`src/verilog/mc_packet_pkg.sv`:
```
package mc_packet_pkg;

  localparam int x_cord_width = 2;
  localparam int y_cord_width = 2;

  // network opcodes seen by the tiles
  typedef enum logic [1:0]
  {
    op_store  = 2'd1, // data store into tile memory
    op_config = 2'd2  // store to tile freeze register
  } mc_op_e;

  // 70 bits, op in the top bits
  typedef struct packed
  {
    mc_op_e                  op;
    logic [31:0]             addr;
    logic [31:0]             data;
    logic [x_cord_width-1:0] x_cord;
    logic [y_cord_width-1:0] y_cord;
  } mc_packet_t;

  // byte addresses agreed between tile programs and the monitor
  localparam logic [31:0] finish_addr = 32'h0000_eadc;
  localparam logic [31:0] fail_addr   = 32'h0000_eae0;

  // freeze register inside each tile
  localparam logic [31:0] freeze_addr = 32'h0000_0800;

endpackage

```
`src/verilog/finish_monitor.sv`:
```
`timescale 1ns/1ps

module finish_monitor
  #(parameter int max_cycles_p = 100000)
  (input                              clk_i
   , input                            rst_i
   , input                            busy_i
   , input mc_packet_pkg::mc_packet_t ret_pkt_i
   , input                            ret_v_i
   , output logic                     finish_o
   , output logic                     fail_o
   , output logic [31:0]              code_o
   , output logic                     timeout_o
  );

  import mc_packet_pkg::*;

  localparam int cnt_w = $clog2(max_cycles_p + 1);

  logic             hit_finish;
  logic             hit_fail;
  logic             booted_q; // a boot has started since reset
  logic             run;
  logic [cnt_w-1:0] cnt_q;

  assign hit_finish = ret_v_i && ret_pkt_i.op == op_store && ret_pkt_i.addr == finish_addr;
  assign hit_fail   = ret_v_i && ret_pkt_i.op == op_store && ret_pkt_i.addr == fail_addr;

  assign run = booted_q & ~busy_i & ~finish_o & ~fail_o & ~timeout_o;

  always_ff @(posedge clk_i)
  begin
    if (rst_i)
    begin
      finish_o  <= 1'b0;
      fail_o    <= 1'b0;
      timeout_o <= 1'b0;
      booted_q  <= 1'b0;
      cnt_q     <= '0;
    end
    else
    begin
      finish_o <= finish_o | hit_finish; // sticky
      fail_o   <= fail_o | hit_fail;
      if (busy_i)
      begin
        booted_q <= 1'b1;
        cnt_q    <= '0; // restart on every boot
      end
      else if (run)
      begin
        cnt_q <= cnt_q + 1'b1;
        if (cnt_q == cnt_w'(max_cycles_p - 1))
        begin
          timeout_o <= 1'b1;
        end
      end
    end
  end

  always_ff @(posedge clk_i)
  begin
    if (hit_finish || hit_fail)
    begin
      code_o <= ret_pkt_i.data;
    end
  end

  a_one_status: assert property (@(posedge clk_i) disable iff (rst_i)
    $rose(finish_o) |-> !$rose(fail_o));

endmodule

```
`config.mk`:
```
export PLATFORM = sky130hd
export DESIGN_NAME = finish_monitor
export DESIGN_NICKNAME = d
export VERILOG_FILES = /design/src/verilog/mc_packet_pkg.sv /design/src/verilog/finish_monitor.sv
export SDC_FILE = /design/constraint.sdc
export NUM_CORES = 1
export LEC_CHECK = 0
export ABC_AREA = 0
export ABC_CLOCK_PERIOD_IN_PS = 4700
export BUFFER_PORTS_ARGS = -buffer_cell sky130_fd_sc_hd__buf_4
export CAP_MARGIN = 20
export CORE_MARGIN = 1
export CORE_UTILIZATION = 44
export CTS_CLUSTER_SIZE = 24
export DETAILED_ROUTE_END_ITERATION = 10
export PLACE_DENSITY = 0.86
export SYNTH_ARGS = -nofsm -noshare
export SYNTH_HDL_FRONTEND = slang
export SYNTH_SLANG_ARGS = --single-unit
export TNS_END_PERCENT = 100
```
`constraint.sdc`:
```
create_clock -name clk_i -period 4.7 [get_ports clk_i]
set_input_delay 0.705 -clock clk_i [delete_from_list [all_inputs] [get_ports clk_i]]
set_output_delay 0.705 -clock clk_i [all_outputs]
set_load 0.02 [all_outputs]
```
### After elaboration in Yosys (flattened, before gate mapping)

Cells that the tools add are included.

| word-level totals | value |
|---|---|
| bits in registers | 53 |
| logic and storage cells | 27 |
| input bits | 74 |
| output and inout bits | 35 |

| cells by class | value |
|---|---|
| reductions and logical operators | 6 |
| $add $sub $neg | 1 |
| eq/ne operators | 4 |
| bitwise gates (word level) | 10 |

Operator list:

| kind | number |
|---|---|
| 32-bit by 16-bit equality test with 1-bit output, second input constant | 2 |
| 17-bit by 1-bit adder with 17-bit output, second input constant | 1 |
| 17-bit equality test, second input constant | 1 |
| 1-bit bitwise AND | 4 |
| 1-bit inverter | 4 |
| 1-bit logical AND | 3 |
| 3-bit AND reduction | 1 |
| 2-bit by 1-bit equality test with 1-bit output, second input constant | 1 |
| 1-bit bitwise OR | 2 |
| 2-bit OR reduction | 1 |
| 1-bit logical OR | 1 |

### Depth between registers and ports, before layout

| logic depth | value |
|---|---|
| word-level depth | 6 |
| gate-level depth with buffers | 6 |
| depth with buffers taken out | 5 |

### Worst setup path before layout

No wires, ideal clock.

| path | value |
|---|---|
| path type | input port to flip-flop |
| start point | input ret_pkt_i[69] (netlist name) |
| end point | register code_o[0] (enable) |
| library setup time | 432 ps |
| stages on the path | 4 |
| buffers on the path | 0 |
| slack | 1,091 ps |
| data arrival time | 3,178 ps |
| cells stage by stage | nor4bb_1 > nand4_1 > or4_1 > a21oi_1 |

| between the ends | value |
|---|---|
| word-level cells in the longest chain between the ends | 4 |
| elaborated cells on any way between the ends | 5 |

RTL lines:

| item | line | text |
|---|---|---|
| start, declared | finish_monitor.sv:8 | `, input mc_packet_pkg::mc_packet_t ret_pkt_i` |
| 2-bit by 1-bit equality test with 1-bit output (*) | finish_monitor.sv:26, finish_monitor.sv:27 |  |
| 1-bit logical AND (*) | finish_monitor.sv:26, finish_monitor.sv:27 |  |
| 1-bit logical AND, on equally long branches | finish_monitor.sv:26, finish_monitor.sv:27 |  |
| 1-bit logical OR (*) | finish_monitor.sv:63 | `if (hit_finish \|\| hit_fail)` |
| end signal, assigned | finish_monitor.sv:65 | `code_o <= ret_pkt_i.data;` |
| end, declared | finish_monitor.sv:12 | `, output logic [31:0] code_o` |

Mark *: on every way between the ends. The rest lies on a longest branch, timed or not.
A chain may end at the register's enable or synchronous reset.

### Final worst setup path

| path | value |
|---|---|
| start point | input ret_pkt_i[69] (netlist name) |
| end point | register code_o[18] (enable) |

Same word-level chain as after synthesis.

==> summary.md <==
| Metric | Value |
|---|---|
| Outcome | finished clean |
| Maximum VDD drop | 0.000135 V |
| Slew HR | 0.340 |
| Sequential area share after synthesis | 0.693 |
| Root buffer cell | clkbuf_8 |
| Setup TNS | 0 ns |
| Layout cells sized above 1 | 0.439 |
| Setup violations, final | 0 |
| Post-layout minimum cycle time | 2.69 ns |
| Core Rows | 24 |
| ANT cells | 0 |
| CP required | 4.62 ns |
| Reg area | 1380 um2 |
| DR iter-0 viols | 94 |
| Total track usage | 0.195 |
| CP delay by family, top | simple AND/OR/NAND/NOR gates |
| Post-route ant nets | 0 |
| Final net count | 336 |
| Mapped Nets | 230 |
| Synthesized cell area | 1990 um2 |
| Placeable Area | 4350 um2 |
| IO buf count | 104 |
| Footprint of the multi-input gates | 586 um2 |
| Max Clock Skew | 0.00638 ns |
| WS Path Type | primary input to flop |
| Hold-fix buffers, CTS | 0 |
| RSZ-0062 raised after global routing | false |
| Final core occ | 0.675 |
| Starting Density | 0.458 |
| Clock sinks | 53 |
| Critical path's slowest cell | a21oi_4 |
| Largest net degree at the start of global routing | 33 |
| Critical path's largest stage delay | 0.78 ns |
| Vias per cell | 5.28 |
| Critical Path End Type | flop |
| Worst-path clk slew | 0.08 ns |
| Die height | 69.3 um |
| Yosys warns | 0 |
| H-tree levels | 2 |
| Initial antenna violation count | 0 |
| # fillers | 323 |
| CP cell instances | buf_4 > nor4bb_1 > nand4_1 > or4_1 > a21oi_4 |
| First-pass DRT Iterations | 6 |
| Post-synth top area cell | edfxtp_1 |
| Worst Tran Pin Value | 0.987 ns |
| Final wirelength | 4.48 mm |
| Number of setup buffers added after CTS | 0 |
| Die ar. | 4800 um2 |
| Max Buffers Root-to-Sink | 2 |
| Number of global-route vias before repair | 1583 |
| Number of buffers created by CTS | 5 |
| Mean post-synth cell area | 12.9 um2 |
| Vias | 1657 |
| LEAKAGE | 1.10 nW |
| WP buf/inv | 1 |
| Design Power | 0.849 mW |
| Worst setup SP type | primary input |
| Synth unique cells | 28 |
| CTS tree | built |
| Period utilization | 0.572 |
| Final worst setup slack | 2.01 ns |
| Worst-Skew Late Latency | 0.30 ns |
| Pre-CTS WS | 1.67 ns |
| Final Max Slew Viols | 0 |
| Area contributors post-synth | edfxtp_1 (48%), dfxtp_1 (21%), xnor2_1 (4.0%), nor2_1 (2.6%), a21oi_1 (2.3%) |
| F_max | 372 MHz |
| Cts repair resizes | 0 |
| DRC Markers | 0 |
| Routed len/inst | 14.3 um |
| Routability cong. | 0.821 |
| Crit-path max FO | 32 |
| Yosys top cell area share | 0.482 |
| Die X | 69.3 um |
| Final Hold Viols | 0 |
| PD cells | 289 nW/um2 |
| Min-delay worst type | flop to flop |
| Area growth, synth to finish | 47.5% |
| # IOs | 109 |
| Post-Syn Instances | 155 |
| Synthesis-stage register bit count | 53 |
| HPWL Detailed | 3.40 mm |
| CP Data Arrival Time | 2.61 ns |
| Max-Cap Viols | 0 |
| Overflow after GRT | 0 |
| First-pass GRT wire length | 7.27 mm |
## worst min-delay path: stages, from the launching register on
cell and delay [ns]:
dfxtp_1 0.33, nor2_1 0.05, nor2_1 0.07
## metrics by stage
stage,hold slack [ns],cells,cell area (um2)
4_1_cts,0.483,314,2940
5_1_grt,0.524,314,2940
2_1_floorplan,0.430,155,1990
6_report,0.478,314,2940
3_5_place_dp,0.463,306,2830
3_3_place_gp,0.446,306,2830
## synthesized netlist by cell type
cell / number
or2_2: 1
o31ai_1: 2
nor3_1: 5
or4b_2: 2
or3_1: 7
a41oi_1: 1
dfxtp_1: 21
and4_1: 1
nand4bb_1: 1
nor4_1: 7
xnor2_1: 9
or4_1: 3
nand2_1: 5
nand3_1: 4
edfxtp_1: 32
nor4b_1: 2
nor2_1: 14
ha_1: 1
o21ai_0: 8
nand4_1: 4
or4b_1: 1
inv_1: 4
clkbuf_1: 2
buf_2: 3
nand2b_1: 2
nor4bb_1: 1
nand4b_1: 3
a21oi_1: 9
## layout make-up
| type | count | share of cell area |
|---|---|---|
| flip-flops and latches | 53 | 0.470 |
| inverters | 4 | 0.00511 |
| clock buffers | 6 | 0.0247 |
| well taps | 52 | 0.0221 |
| clock inverters | 2 | 0.0132 |
| multi-input cells | 93 | 0.199 |
| repair buffers | 104 | 0.266 |
## cells in the final DEF (no fill, tap or decap), types with 2 or more instances in the layout
| cell | n |
|---|---|
| nor4_1 | 7 |
| edfxtp_1 | 32 |
| xnor2_1 | 9 |
| dfxtp_1 | 21 |
| a21oi_1 | 8 |
| nand2_1 | 5 |
| nand4b_1 | 3 |
| or4b_2 | 2 |
| o21ai_0 | 8 |
| nor3_1 | 5 |
| nand4_1 | 4 |
| nor2_1 | 14 |
| or3_1 | 7 |
| nor4b_1 | 2 |
| buf_4 | 104 |
| nand3_1 | 4 |
| o31ai_1 | 2 |
| clkbuf_8 | 5 |
| nand2b_1 | 2 |
| inv_1 | 4 |
| or4_1 | 3 |
## registers in the layout, indices dropped and copies added, names as in the netlist
name	count
booted_q	1
timeout_o	1
fail_o	1
code_o	32
cnt_q	17
finish_o	1
## cell families (layout without fill, tap and decap cells)
kind of cell | after synthesis | after routing | share of synthesized area
AND/OR/NAND/NOR | 63 | 63 | 0.188
buffers and inverters | 9 | 116 | 0.0188
AO/OA/AOI/OAI | 20 | 20 | 0.0546
XOR/XNOR | 9 | 9 | 0.0396
adder cells (fa/ha/maj) | 1 | 1 | 0.00628
flip-flops | 53 | 53 | 0.693
## final timing paths
path	startpoint	end	slack (ns)	cells past startpoint
worst max-delay path	ret_pkt_i[69]	code_o[18]	2.01	5
worst min-delay path	booted_q	booted_q	0.48	2
worst max register to register	timeout_o	cnt_q[11]	2.37	4
worst min register to register	booted_q	booted_q	0.48	2
## layer usage
metal	wire length (um)	up-vias	global-route usage
met5	0	-	0
met4	32	0	0.0544
met3	438	4	0.0610
met2	2210	111	0.327
met1	1800	749	0.242
li1	-	793	-
## where the power goes
| part | total (mW) | internal [mW] | switching, mW |
|---|---|---|---|
| Combinational | 0.0540 | 0.0394 | 0.0147 |
| Sequential | 0.493 | 0.492 | 0.000523 |
| Clock | 0.302 | 0.160 | 0.142 |
| Total | 0.849 | 0.691 | 0.157 |
Note: power is estimated with default switching activity, not from simulation.
