[config.mk]
export PLATFORM = sky130hd
export DESIGN_NAME = spmd_loader
export DESIGN_NICKNAME = d
export VERILOG_FILES = /design/src/verilog/mc_boot_pkg.sv /design/src/verilog/mc_packet_pkg.sv /design/src/verilog/spmd_loader.sv
export SDC_FILE = /design/constraint.sdc
export NUM_CORES = 1
export LEC_CHECK = 0
export BUFFER_PORTS_ARGS = -buffer_cell sky130_fd_sc_hd__buf_4
export CAP_MARGIN = 5
export CORE_MARGIN = 2
export CORE_UTILIZATION = 45
export CTS_CLUSTER_DIAMETER = 80
export DETAILED_ROUTE_END_ITERATION = 6
export PLACE_DENSITY = 0.9
export SKIP_CTS_REPAIR_TIMING = 1
export SLEW_MARGIN = 20
export SYNTH_ARGS = -nofsm -noshare
export SYNTH_HDL_FRONTEND = slang
export SYNTH_SLANG_ARGS = --single-unit
[constraint.sdc]
create_clock -name clk_i -period 5.1 [get_ports clk_i]
set_clock_uncertainty 0.15 [all_clocks]
set_input_delay 0.765 -clock clk_i [delete_from_list [all_inputs] [get_ports clk_i]]
set_output_delay 0.765 -clock clk_i [all_outputs]
set_load 0.005 [all_outputs]
[src/verilog/mc_boot_pkg.sv]
package mc_boot_pkg;

  // wishbone classic master request, whole words only
  typedef struct packed
  {
    logic        cyc;
    logic        stb;
    logic        we;
    logic [31:0] adr; // byte address
    logic [31:0] dat;
  } wb_req_t;

  typedef struct packed
  {
    logic        ack;
    logic [31:0] dat;
  } wb_rsp_t;

  // loader FSM
  typedef enum logic [2:0]
  {
    st_idle,
    st_read,
    st_send,
    st_unfreeze,
    st_done
  } loader_state_e;

endpackage

[src/verilog/mc_packet_pkg.sv]
package mc_packet_pkg;

  localparam int x_cord_width = 2;
  localparam int y_cord_width = 2;

  // network opcodes seen by the tiles
  typedef enum logic [1:0]
  {
    op_store  = 2'd1, // data store into tile memory
    op_config = 2'd2  // store to tile freeze register
  } mc_op_e;

  // 70 bits, op in the top bits
  typedef struct packed
  {
    mc_op_e                  op;
    logic [31:0]             addr;
    logic [31:0]             data;
    logic [x_cord_width-1:0] x_cord;
    logic [y_cord_width-1:0] y_cord;
  } mc_packet_t;

  // byte addresses agreed between tile programs and the monitor
  localparam logic [31:0] finish_addr = 32'h0000_eadc;
  localparam logic [31:0] fail_addr   = 32'h0000_eae0;

  // freeze register inside each tile
  localparam logic [31:0] freeze_addr = 32'h0000_0800;

endpackage

[src/verilog/spmd_loader.sv]
`timescale 1ns/1ps

module spmd_loader
  #(parameter int mem_words_p   = 256
    , parameter int num_tiles_x_p = 2
    , parameter int num_tiles_y_p = 2)
  (input                               clk_i
   , input                             rst_i
   , input                             start_i
   , input  [$clog2(mem_words_p):0]    load_words_i
   , output logic                      busy_o
   , output mc_boot_pkg::wb_req_t      wb_req_o
   , input  mc_boot_pkg::wb_rsp_t      wb_rsp_i
   , output mc_packet_pkg::mc_packet_t pkt_o
   , output logic                      pkt_v_o
   , input                             pkt_ready_i
  );

  import mc_boot_pkg::*;
  import mc_packet_pkg::*;

  localparam int lw_w = $clog2(mem_words_p) + 1;

  localparam logic [x_cord_width-1:0] last_x = x_cord_width'(num_tiles_x_p - 1);
  localparam logic [y_cord_width-1:0] last_y = y_cord_width'(num_tiles_y_p - 1);

  loader_state_e           state_q;
  logic [lw_w-1:0]         word_q;
  logic [lw_w-1:0]         nwords_q;
  logic [31:0]             data_q;
  logic [x_cord_width-1:0] tile_x_q;
  logic [y_cord_width-1:0] tile_y_q;
  logic                    last_tile;
  logic                    last_word;
  logic                    xfer;

  assign last_tile = (tile_x_q == last_x) && (tile_y_q == last_y);
  assign last_word = (word_q == nwords_q - lw_w'(1));
  assign xfer      = pkt_v_o & pkt_ready_i;

  always_ff @(posedge clk_i)
  begin
    if (rst_i)
    begin
      state_q  <= st_idle;
      word_q   <= '0;
      tile_x_q <= '0;
      tile_y_q <= '0;
    end
    else
    begin
      case (state_q)
        st_idle, st_done:
        begin
          state_q <= st_idle;
          if (start_i)
          begin
            word_q   <= '0;
            tile_x_q <= '0;
            tile_y_q <= '0;
            nwords_q <= load_words_i;
            state_q  <= (load_words_i == '0) ? st_unfreeze : st_read;
          end
        end
        st_read:
        begin
          if (wb_rsp_i.ack)
          begin
            data_q  <= wb_rsp_i.dat;
            state_q <= st_send;
          end
        end
        st_send:
        begin
          if (xfer)
          begin
            state_q <= st_read;
            word_q  <= word_q + lw_w'(1);
            if (last_word)
            begin
              word_q <= '0;
              if (last_tile)
              begin
                state_q <= st_unfreeze;
              end
            end
          end
        end
        st_unfreeze:
        begin
          if (xfer && last_tile)
          begin
            state_q <= st_done;
          end
        end
        default: state_q <= st_idle;
      endcase

      // row-major tile walk, wraps to 0,0 after the last tile
      if (xfer && ((state_q == st_send && last_word) || state_q == st_unfreeze))
      begin
        if (tile_x_q == last_x)
        begin
          tile_x_q <= '0;
          tile_y_q <= last_tile ? '0 : tile_y_q + 1'b1;
        end
        else
        begin
          tile_x_q <= tile_x_q + 1'b1;
        end
      end
    end
  end

  assign busy_o  = (state_q == st_read) || (state_q == st_send) || (state_q == st_unfreeze);
  assign pkt_v_o = (state_q == st_send) || (state_q == st_unfreeze);

  always_comb
  begin
    wb_req_o     = '0;
    wb_req_o.cyc = (state_q == st_read);
    wb_req_o.stb = (state_q == st_read);
    wb_req_o.adr = 32'(word_q) << 2;
  end

  always_comb
  begin
    pkt_o        = '0;
    pkt_o.x_cord = tile_x_q;
    pkt_o.y_cord = tile_y_q;
    if (state_q == st_unfreeze)
    begin
      pkt_o.op   = op_config;
      pkt_o.addr = freeze_addr;
      pkt_o.data = 32'h0; // clear freeze
    end
    else
    begin
      pkt_o.op   = op_store;
      pkt_o.addr = 32'(word_q) << 2;
      pkt_o.data = data_q;
    end
  end

  // stalled packet is held until the sink takes it
  a_pkt_hold: assert property (@(posedge clk_i) disable iff (rst_i)
    pkt_v_o && !pkt_ready_i |=> pkt_v_o && $stable(pkt_o));

endmodule

# Word level (Yosys, flattened, before mapping)
# Cells that the tools add are included.
[classes] n_mux=22 n_div=0 multipliers=0 add_sub_neg=4 reduce_logical=19 shift=0 magnitude_cmp=0 n_eq_ne=11 n_bitwise=2
[ops] cell="66-bit two-way mux" n=1
[ops] cell="9-bit two-way mux" n=3
[ops] cell="2-bit two-way mux" n=13
[ops] cell="9-bit one-hot mux with 2 select lines" n=1
[ops] cell="3-bit one-hot mux with 4 select lines" n=1
[ops] cell="3-bit AND reduction" n=4
[ops] cell="9-bit by 1-bit adder with 9-bit output, second input constant" n=1
[ops] cell="9-bit equality test" n=1
[ops] cell="9-bit logical NOT" n=1
[ops] cell="3-bit two-way mux" n=3
[ops] cell="9-bit by 1-bit subtractor with 9-bit output, second input constant" n=1
[ops] cell="3-bit by 2-bit equality test with 1-bit output, second input constant" n=2
[ops] cell="2-bit inequality test, second input constant" n=3
[ops] cell="2-bit nonzero test" n=3
[ops] cell="2-bit by 1-bit adder with 2-bit output, second input constant" n=2
[ops] cell="2-bit by 1-bit equality test with 1-bit output, second input constant" n=2
[ops] cell="1-bit logical AND" n=4
[ops] cell="1-bit logical OR" n=4
[ops] cell="3-bit by 1-bit equality test with 1-bit output, second input constant" n=1
[ops] cell="3-bit equality test, second input constant" n=1
[ops] cell="3-bit logical NOT" n=1
[ops] cell="2-bit by 1-bit inequality test with 1-bit output, second input constant" n=1
[ops] cell="2-bit AND reduction" n=1
[ops] cell="2-bit OR reduction" n=1
[ops] cell="other kinds (2)" n=2
[totals] romBits=0 latchBits=0 reg_bits=57 memories=0 out_inout_bits=139 elab_cells=64 in_bits=46 ram_bits=0

# Logic depth before layout (Yosys ltp)
# Gate-level depths: netlist of run 1.
[depth] depth_word=7 ltp_mapped=9 depth_no_buf=8

# Worst setup path after synthesis of run 1
# OpenSTA, ideal clock, no wires.
[synth_path] path_type="input-to-reg" startpoint="input port rst_i" endpoint="register data_q[0], enable pin" n_path_buf=1 cell_stages=2 path_slack_ns=1.089 required_ns=4.482 setup_ns=0.468 t_arrival_ns=3.393 cell_sequence="buf_1 -> nor3b_1"
[synth_via] elab_chain_len=2
[synth_lines] item="start, declared" line_no="spmd_loader.sv:8" rtl=", input rst_i"
[synth_lines] item="1-bit NOT (no line)"
[synth_lines] item="3-bit AND reduction (no line)"
[synth_lines] item="end signal, assigned" line_no="spmd_loader.sv:69" rtl="data_q <= wb_rsp_i.dat;"
[synth_lines] item="end, declared" line_no="spmd_loader.sv:30" rtl="logic [31:0] data_q;"
# No other way between the ends.
# A chain may end at the register's enable or synchronous reset.

# Final worst setup path of run 1
[layout_path] startpoint="register nwords_q[0]" endpoint="register tile_y_q[0]"
[layout_via] elab_chain_len=6
[layout_lines] item="start, declared" line_no="spmd_loader.sv:29" rtl="logic [lw_w-1:0] nwords_q;"
[layout_lines] item="start signal, assigned" line_no="spmd_loader.sv:61" rtl="nwords_q <= load_words_i;"
[layout_lines] item="9-bit by 1-bit subtractor with 9-bit output" line_no="spmd_loader.sv:38" rtl="assign last_word = (word_q == nwords_q - lw_w'(1));"
[layout_lines] item="9-bit equality test" line_no="spmd_loader.sv:38"
[layout_lines] item="1-bit logical AND" line_no="spmd_loader.sv:100" rtl="if (xfer && ((state_q == st_send && last_word) || state_q == st_unfreeze))"
[layout_lines] item="1-bit logical OR" line_no="spmd_loader.sv:100"
[layout_lines] item="1-bit logical AND" line_no="spmd_loader.sv:100"
[layout_lines] item="2-bit two-way mux" line_no="spmd_loader.sv:100"
[layout_lines] item="end signal, assigned" line_no="spmd_loader.sv:105" rtl="tile_y_q <= last_tile ? '0 : tile_y_q + 1'b1;"
[layout_lines] item="end, declared" line_no="spmd_loader.sv:32" rtl="logic [y_cord_width-1:0] tile_y_q;"
# No other way between the ends.

==> flow_metrics.tcl, run 1 <==
set metrics [dict create \
    post-place-ws_ns 1.75 \
    ys_types 47 \
    hold_viol 0 \
    numPortBuffers 106 \
    cp_max_fo 18 \
    vias_per_cell 4.67 \
    hp-start "tile_y_q[1]" \
    critPathKind "reg2reg" \
    wire_per_inst_um 13.7 \
    cts_buffers 9 \
    first_global_vias 2259 \
    crit_chain "inv_1 > ha_1 > nand2b_1 > or4_1 > a211oi_1 > o2111ai_4 > a2111oi_2 > mux2_1" \
    gr-total-overflow 0 \
    grt_pass1_wl_mm 11.3 \
    p_leak_nw 1.70 \
    drt_first_pass_iters 4 \
    p_int_uw 885 \
    cp.arrival_ns 3.47 \
    r2r_end "tile_y_q[0]" \
    dieArea_um2 8120 \
    rsz0062_at_grt "no" \
    required_ns 5.15 \
    h-tree-depth 3 \
    max_stage_delay_ns 0.52 \
    synth_area_um2 3340 \
    synth-edff-count 41 \
    fin_crit_sh_pct 67.0 \
    grt_start_max_net_pins 42 \
    r2r-start "nwords_q[0]" \
    fin_crit_ns 3.42 \
    final_common_cell "buf_4" \
    ir_drop_mv 0.253 \
    synth-seq-cells 57 \
    place_area_um2 3920 \
    p_comb_share_pct 28.6 \
    routed_wl_mm 7.39 \
    hold_depth 1 \
    fmax_mhz 293 \
    cts_sinks 57 \
    die_width_um 90.1 \
    clk_path_buf_depth 2 \
    clkTransAtPathRegs_ns 0.06 \
    vias 2512 \
    antenna_found_initial 0 \
    maxSlewHeadroom_pct 52.7 \
    drtIter0Drc 154 \
    hold_slack_ns 0.357 \
    fin_ws_ns 1.68 \
    status "finished, final reports clean" \
    io_pins 185 \
    rows 31 \
    power.switching_uw 410 \
    power_density_nw_per_um2 317 \
    clk_latency_ns 0.32 \
    worstSetupEndpointType "flip-flop" \
    synth_ff_type "edfxtp_1" \
    holdPathEnd "tile_y_q[1]" \
    r2r_setup_slack_ns 1.68 \
    fin_total_pwr_mw 1.30 \
    grt_usage_pct 17.6 \
    syn_inst 330 \
    finalSetupViolCount 0 \
    clock_power_share_pct 26.8 \
    clock-root-buffer "clkbuf_8" \
    yosysWarnings 0 \
    diodes 0 \
    drc 0 \
    synthToLayoutAreaGrowth_pct 22.3 \
    rr_worst_depth 8 \
    globalplace.congestion 0.893 \
    drtAntennaViolNets 0 \
    core_um2 7210 \
    switching_share_pct 31.7 \
    finalNonFillerCells 538 \
    cp_slowest_cell "a2111oi_2" \
    initial_utilization_pct 46.3 \
    dieHeight_um 90.1 \
    final_cell_mix "buf_4, conb_1, and2_1, edfxtp_1, nor2_1" \
    tightest_slew_ns 0.707 \
    synthArstFlopShare_pct 0 \
    finalInstanceArea_um2 4080 \
    slew_viol_final 0 \
    post-route-util_pct 56.6 \
    seq_area_frac_synth_pct 46.5 \
    avgSynthCellArea_um2 10.1 \
    dp.cells 522 \
    fillers 633 \
    holdCritPathClass "reg2reg" \
    drv_cap 0 \
    cts_tree "built" \
    layout.nets 482 \
    tns_ns 0 \
    layout-drive-gt1-share_pct 29.6 \
    hpwl_mm 5.52 \
    p_seq_share_pct 44.6 \
    cp-start-kind "flip-flop" \
]
[flip-flops by register name, summed over array words and instances (netlist names)]
| register | flops |
|---|---|
| tile_x_q | 2 |
| nwords_q | 9 |
| word_q | 9 |
| data_q | 32 |
| state_q | 3 |
| tile_y_q | 2 |
[synthesized netlist by cell type, types with 3 or more instances]
library cell  count  area share (%)
a211oi_1          3            0.67
a21oi_1           4            0.60
a31oi_1           6             1.1
and2_1           41             7.7
and3_1            3            0.56
buf_4            80              18
clkbuf_1         10             1.1
dfxtp_1          16             9.6
edfxtp_1         41              37
inv_1             9             1.0
nand2_1          17             1.9
nand2b_1          3            0.56
nand3_1           9             1.3
nor2_1           18             2.0
nor3_1            8             1.2
nor3b_1           3            0.67
nor4_1            4            0.75
o21ai_0           7             1.0
or2_2             3            0.56
or4_1             3            0.67
xnor2_1           8             2.1
[power by group through the flow]
stage / Combinational, mW / Clock [mW] / Sequential, mW
3_3_place_gp: 0.355 / 0 / 0.583
2_1_floorplan: 0.251 / 0 / 0.578
5_1_grt: 0.406 / 0.375 / 0.583
3_5_place_dp: 0.366 / 0 / 0.585
4_1_cts: 0.368 / 0.357 / 0.576
6_report: 0.370 / 0.347 / 0.578
[worst max path at each step]
stage	cells after the start	end	from	slack (ns)
detailed placement	8	tile_y_q[0]	nwords_q[0]	1.75
global route	8	tile_y_q[0]	nwords_q[0]	1.50
CTS	8	tile_y_q[0]	nwords_q[0]	1.67
floorplan	2	data_q[0]	rst_i	1.09
finish	8	tile_y_q[0]	nwords_q[0]	1.68
global placement	8	tile_y_q[0]	nwords_q[0]	1.86
[worst max-delay path, delay by kind of cell, from the launching register on]
kind,cells,cell delay [ns]
multiplexers,1,0.36
adder cells (fa/ha/maj),1,0.30
flip-flops,1,0.46
buffers and inverters,1,0.12
AND/OR/NAND/NOR,2,0.58
AO/OA/AOI/OAI,3,1.32
[cell type report]
class                   instances  area [um2]  area share, %
flip-flops and latches         57        1550           38.0
multi-input cells             250        1410           34.5
repair buffers                107         803           19.7
clock buffers                  10         128           3.13
well taps                      99         124           3.03
clock inverters                 6        35.0          0.858
inverters                       9        33.8          0.827
[logic make-up (layout without fill, tap and decap cells)]
| group | Yosys count | count (layout) | synth area share, % |
|---|---|---|---|
| AO/OA/AOI/OAI | 36 | 36 | 9.03 |
| XOR/XNOR | 10 | 10 | 2.62 |
| adder cells (fa/ha/maj) | 2 | 2 | 0.750 |
| buffers and inverters | 100 | 132 | 20.2 |
| flip-flops | 57 | 57 | 46.5 |
| multiplexers | 1 | 1 | 0.337 |
| other | 1 | 78 | 0.112 |
| AND/OR/NAND/NOR | 123 | 123 | 20.4 |
[layer usage]
metal / share of wire (%) / up-vias / track usage, %
li1: - / 1201 / -
met1: 39 / 1167 / 19.9
met2: 53 / 131 / 31.8
met3: 6.1 / 13 / 3.02
met4: 2.3 / 0 / 8.59
met5: 0 / - / 0
Note: power is estimated with default switching activity, not from simulation.
==> run 2: changes to the inputs <==
ABC_AREA = 1   (was default)
CORE_UTILIZATION = 41   (was 45)
PLACE_DENSITY = 0.87   (was 0.9)
clock period = 2.8 ns   (was 5.1 ns; I/O delays follow)
==> run 2 against run 1 <==
Flip-flop and latch count is the same. Clock power grew 110%. Sequential share of layout area shrank 0.94 points. Highest routed layer unchanged. Area after synthesis grew 0.79%. Largest power group unchanged. Sequential power grew 78%. Worst setup slack lost 1.2 ns. Global-route usage grew 0.083 points. Via count grew 8.3%. Synthesized cell count grew 23%. Critical path type is now reg2out.
==> flow_metrics.tcl, run 2 <==
set metrics [dict create \
    gr-total-overflow 0 \
    synth-seq-cells 57 \
    clock_power_share_pct 28.8 \
    power_density_nw_per_um2 597 \
    clk_path_buf_depth 2 \
    wire_per_inst_um 12.0 \
    drc 0 \
    synth-edff-count 41 \
    core_um2 8090 \
    h-tree-depth 3 \
    grt.busiest_layer "met2" \
    critPathBufInv 4 \
    synth_top_cell_area_share_pct 36.6 \
    synthArstFlopShare_pct 0 \
    crit_top_cell "inv_1" \
    status "finished, final reports clean" \
    grt_usage_pct 17.7 \
    p_int_mw 1.70 \
    ys_types 31 \
    clkTransAtPathRegs_ns 0.07 \
    post-route-util_pct 51.7 \
    vias 2721 \
    fmax_mhz 433 \
    avgSynthCellArea_um2 8.29 \
    critPathKind "reg2out" \
    finalNonFillerCells 627 \
    cp.arrival_ns 1.74 \
    layout-drive-gt1-share_pct 26.6 \
    rsz0062_at_grt "no" \
    crit_family "buffers and inverters" \
    cts_sinks 57 \
    initial_utilization_pct 41.6 \
    yosysTopAreaCell "edfxtp_1" \
    finalSetupViolCount 0 \
    seq_area_frac_synth_pct 46.1 \
    antenna_found_initial 0 \
    dieHeight_um 94.6 \
    synth_area_um2 3360 \
    numPortBuffers 106 \
    dp.cells 611 \
    post-place-ws_ns 0.702 \
    clock-root-buffer "clkbuf_8" \
    vias_per_cell 4.34 \
    slew_viol_final 0 \
    synth.most_common_cell "buf_4" \
    diodes 0 \
    die_width_um 94.6 \
    rows 33 \
    p_comb_share_pct 29.8 \
    routed_wl_mm 7.50 \
    drtAntennaViolNets 0 \
    power.switching_uw 796 \
    switching_share_pct 31.9 \
    holdCritPathClass "in2reg" \
    crit_chain "inv_1 > nor3_4 > buf_12 > inv_1 > buf_4" \
    globalplace.congestion 0.893 \
    syn_inst 406 \
    fin_ws_ns 0.488 \
    max_stage_delay_ns 0.39 \
    cts_buffers 9 \
    tns_ns 0 \
    p_leak_nw 2.06 \
    met1_usage_pct 18.4 \
    p_seq_share_pct 41.4 \
    worstSetupEndpointType "output pin" \
    cp-start-kind "flip-flop" \
    maxSlewHeadroom_pct 55.3 \
    io_pins 185 \
    clk_latency_ns 0.33 \
    hpwl_mm 5.94 \
    layout.nets 565 \
    synth_ff_type "edfxtp_1" \
    drtIter0Drc 181 \
    hold_viol 0 \
    fin_crit_sh_pct 82.6 \
    synthToLayoutAreaGrowth_pct 24.4 \
    required_ns 2.23 \
    dieArea_um2 8950 \
    drt_first_pass_iters 4 \
    yosysWarnings 0 \
    drv_cap 0 \
    grt_use_met2_pct 30.8 \
    largest_register "data_q" \
    reg_top3 "data_q x32, nwords_q x9, word_q x9" \
    fin_crit_ns 2.31 \
    synth_top_cells_by_count "buf_4, inv_1, nand2_1, nor2_1, edfxtp_1" \
    grt_start_max_net_pins 39 \
    cts_tree "built" \
    ir_drop_mv 0.429 \
    yosys-top-cells-area "edfxtp_1, buf_4, dfxtp_1" \
    tightest_slew_ns 0.667 \
    final_common_cell "buf_4" \
    first_global_vias 2627 \
    largest_reg_flops 32 \
    gr-usage-met3_pct 7.02 \
    cp_slowest_cell "dfxtp_1" \
    cp_max_fo 38 \
    final_cell_mix "buf_4, conb_1, inv_1" \
    grt_pass1_wl_mm 12.0 \
]
run 2: cell count changes in the layout (fill, tap and decap cells not counted), moves of 5 or more:
cell,delta
inv_1,+57
a21oi_1,+10
xor2_1,+5
nor2_2,+5
a31oi_1,-5
nand2_1,+46
nor2_1,+43
and2_1,-40
xnor2_1,-6
run 2: cells by family after synthesis:
family,after synthesis,synth area share (%)
mux,1,0.335
flops,57,46.1
compound gates,21,3.24
simple gates,160,20.9
xor+xnor,9,2.34
buf+inv,155,26.3
fa+ha+maj,2,0.744
other cells,1,0.111
run 2: area by class of cell:
cell class | instances | area [um2]
clock buffers | 10 | 128
clock inverters | 6 | 58.8
fillers | 758 | 3910
inverters | 69 | 259
multi-input cells | 271 | 1230
flip-flops and latches | 57 | 1550
well taps | 105 | 131
repair buffers | 109 | 831
run 2: path summary, 6_finish.rpt:
| path | start | to | slack, ns | cells past startpoint |
|---|---|---|---|---|
| max | state_q[0] | pkt_o[68] | 0.49 | 5 |
| min | wb_rsp_i[27] | data_q[27] | 0.11 | 1 |
| max reg2reg | nwords_q[0] | tile_y_q[1] | 0.66 | 14 |
| min reg2reg | tile_x_q[1] | tile_x_q[1] | 0.33 | 2 |
run 2: power groups by stage:
stage | registers, mW | clock network (mW) | logic, mW
after floorplan | 1.04 | 0 | 0.477
after global placement | 1.05 | 0 | 0.722
after detailed placement | 1.05 | 0 | 0.748
after CTS | 1.03 | 0.737 | 0.752
after global routing | 1.04 | 0.772 | 0.840
final | 1.03 | 0.720 | 0.745
run 2: metal layers:
metal / share of wire, % / vias to the layer above
li1: - / 1318
met1: 35 / 1218
met2: 50 / 171
met3: 13 / 14
met4: 2.3 / 0
met5: 0 / -
run 2: stage by stage:
| stage | power, mW | instance area [um2] | hold slack, ns |
|---|---|---|---|
| final | 2.50 | 4190 | 0.112 |
| after global placement | 1.77 | 4000 | 0.309 |
| after global routing | 2.65 | 4190 | 0.0953 |
| after detailed placement | 1.80 | 4000 | 0.317 |
| after CTS | 2.52 | 4190 | 0.0944 |
| after floorplan | 1.52 | 3660 | 0.299 |
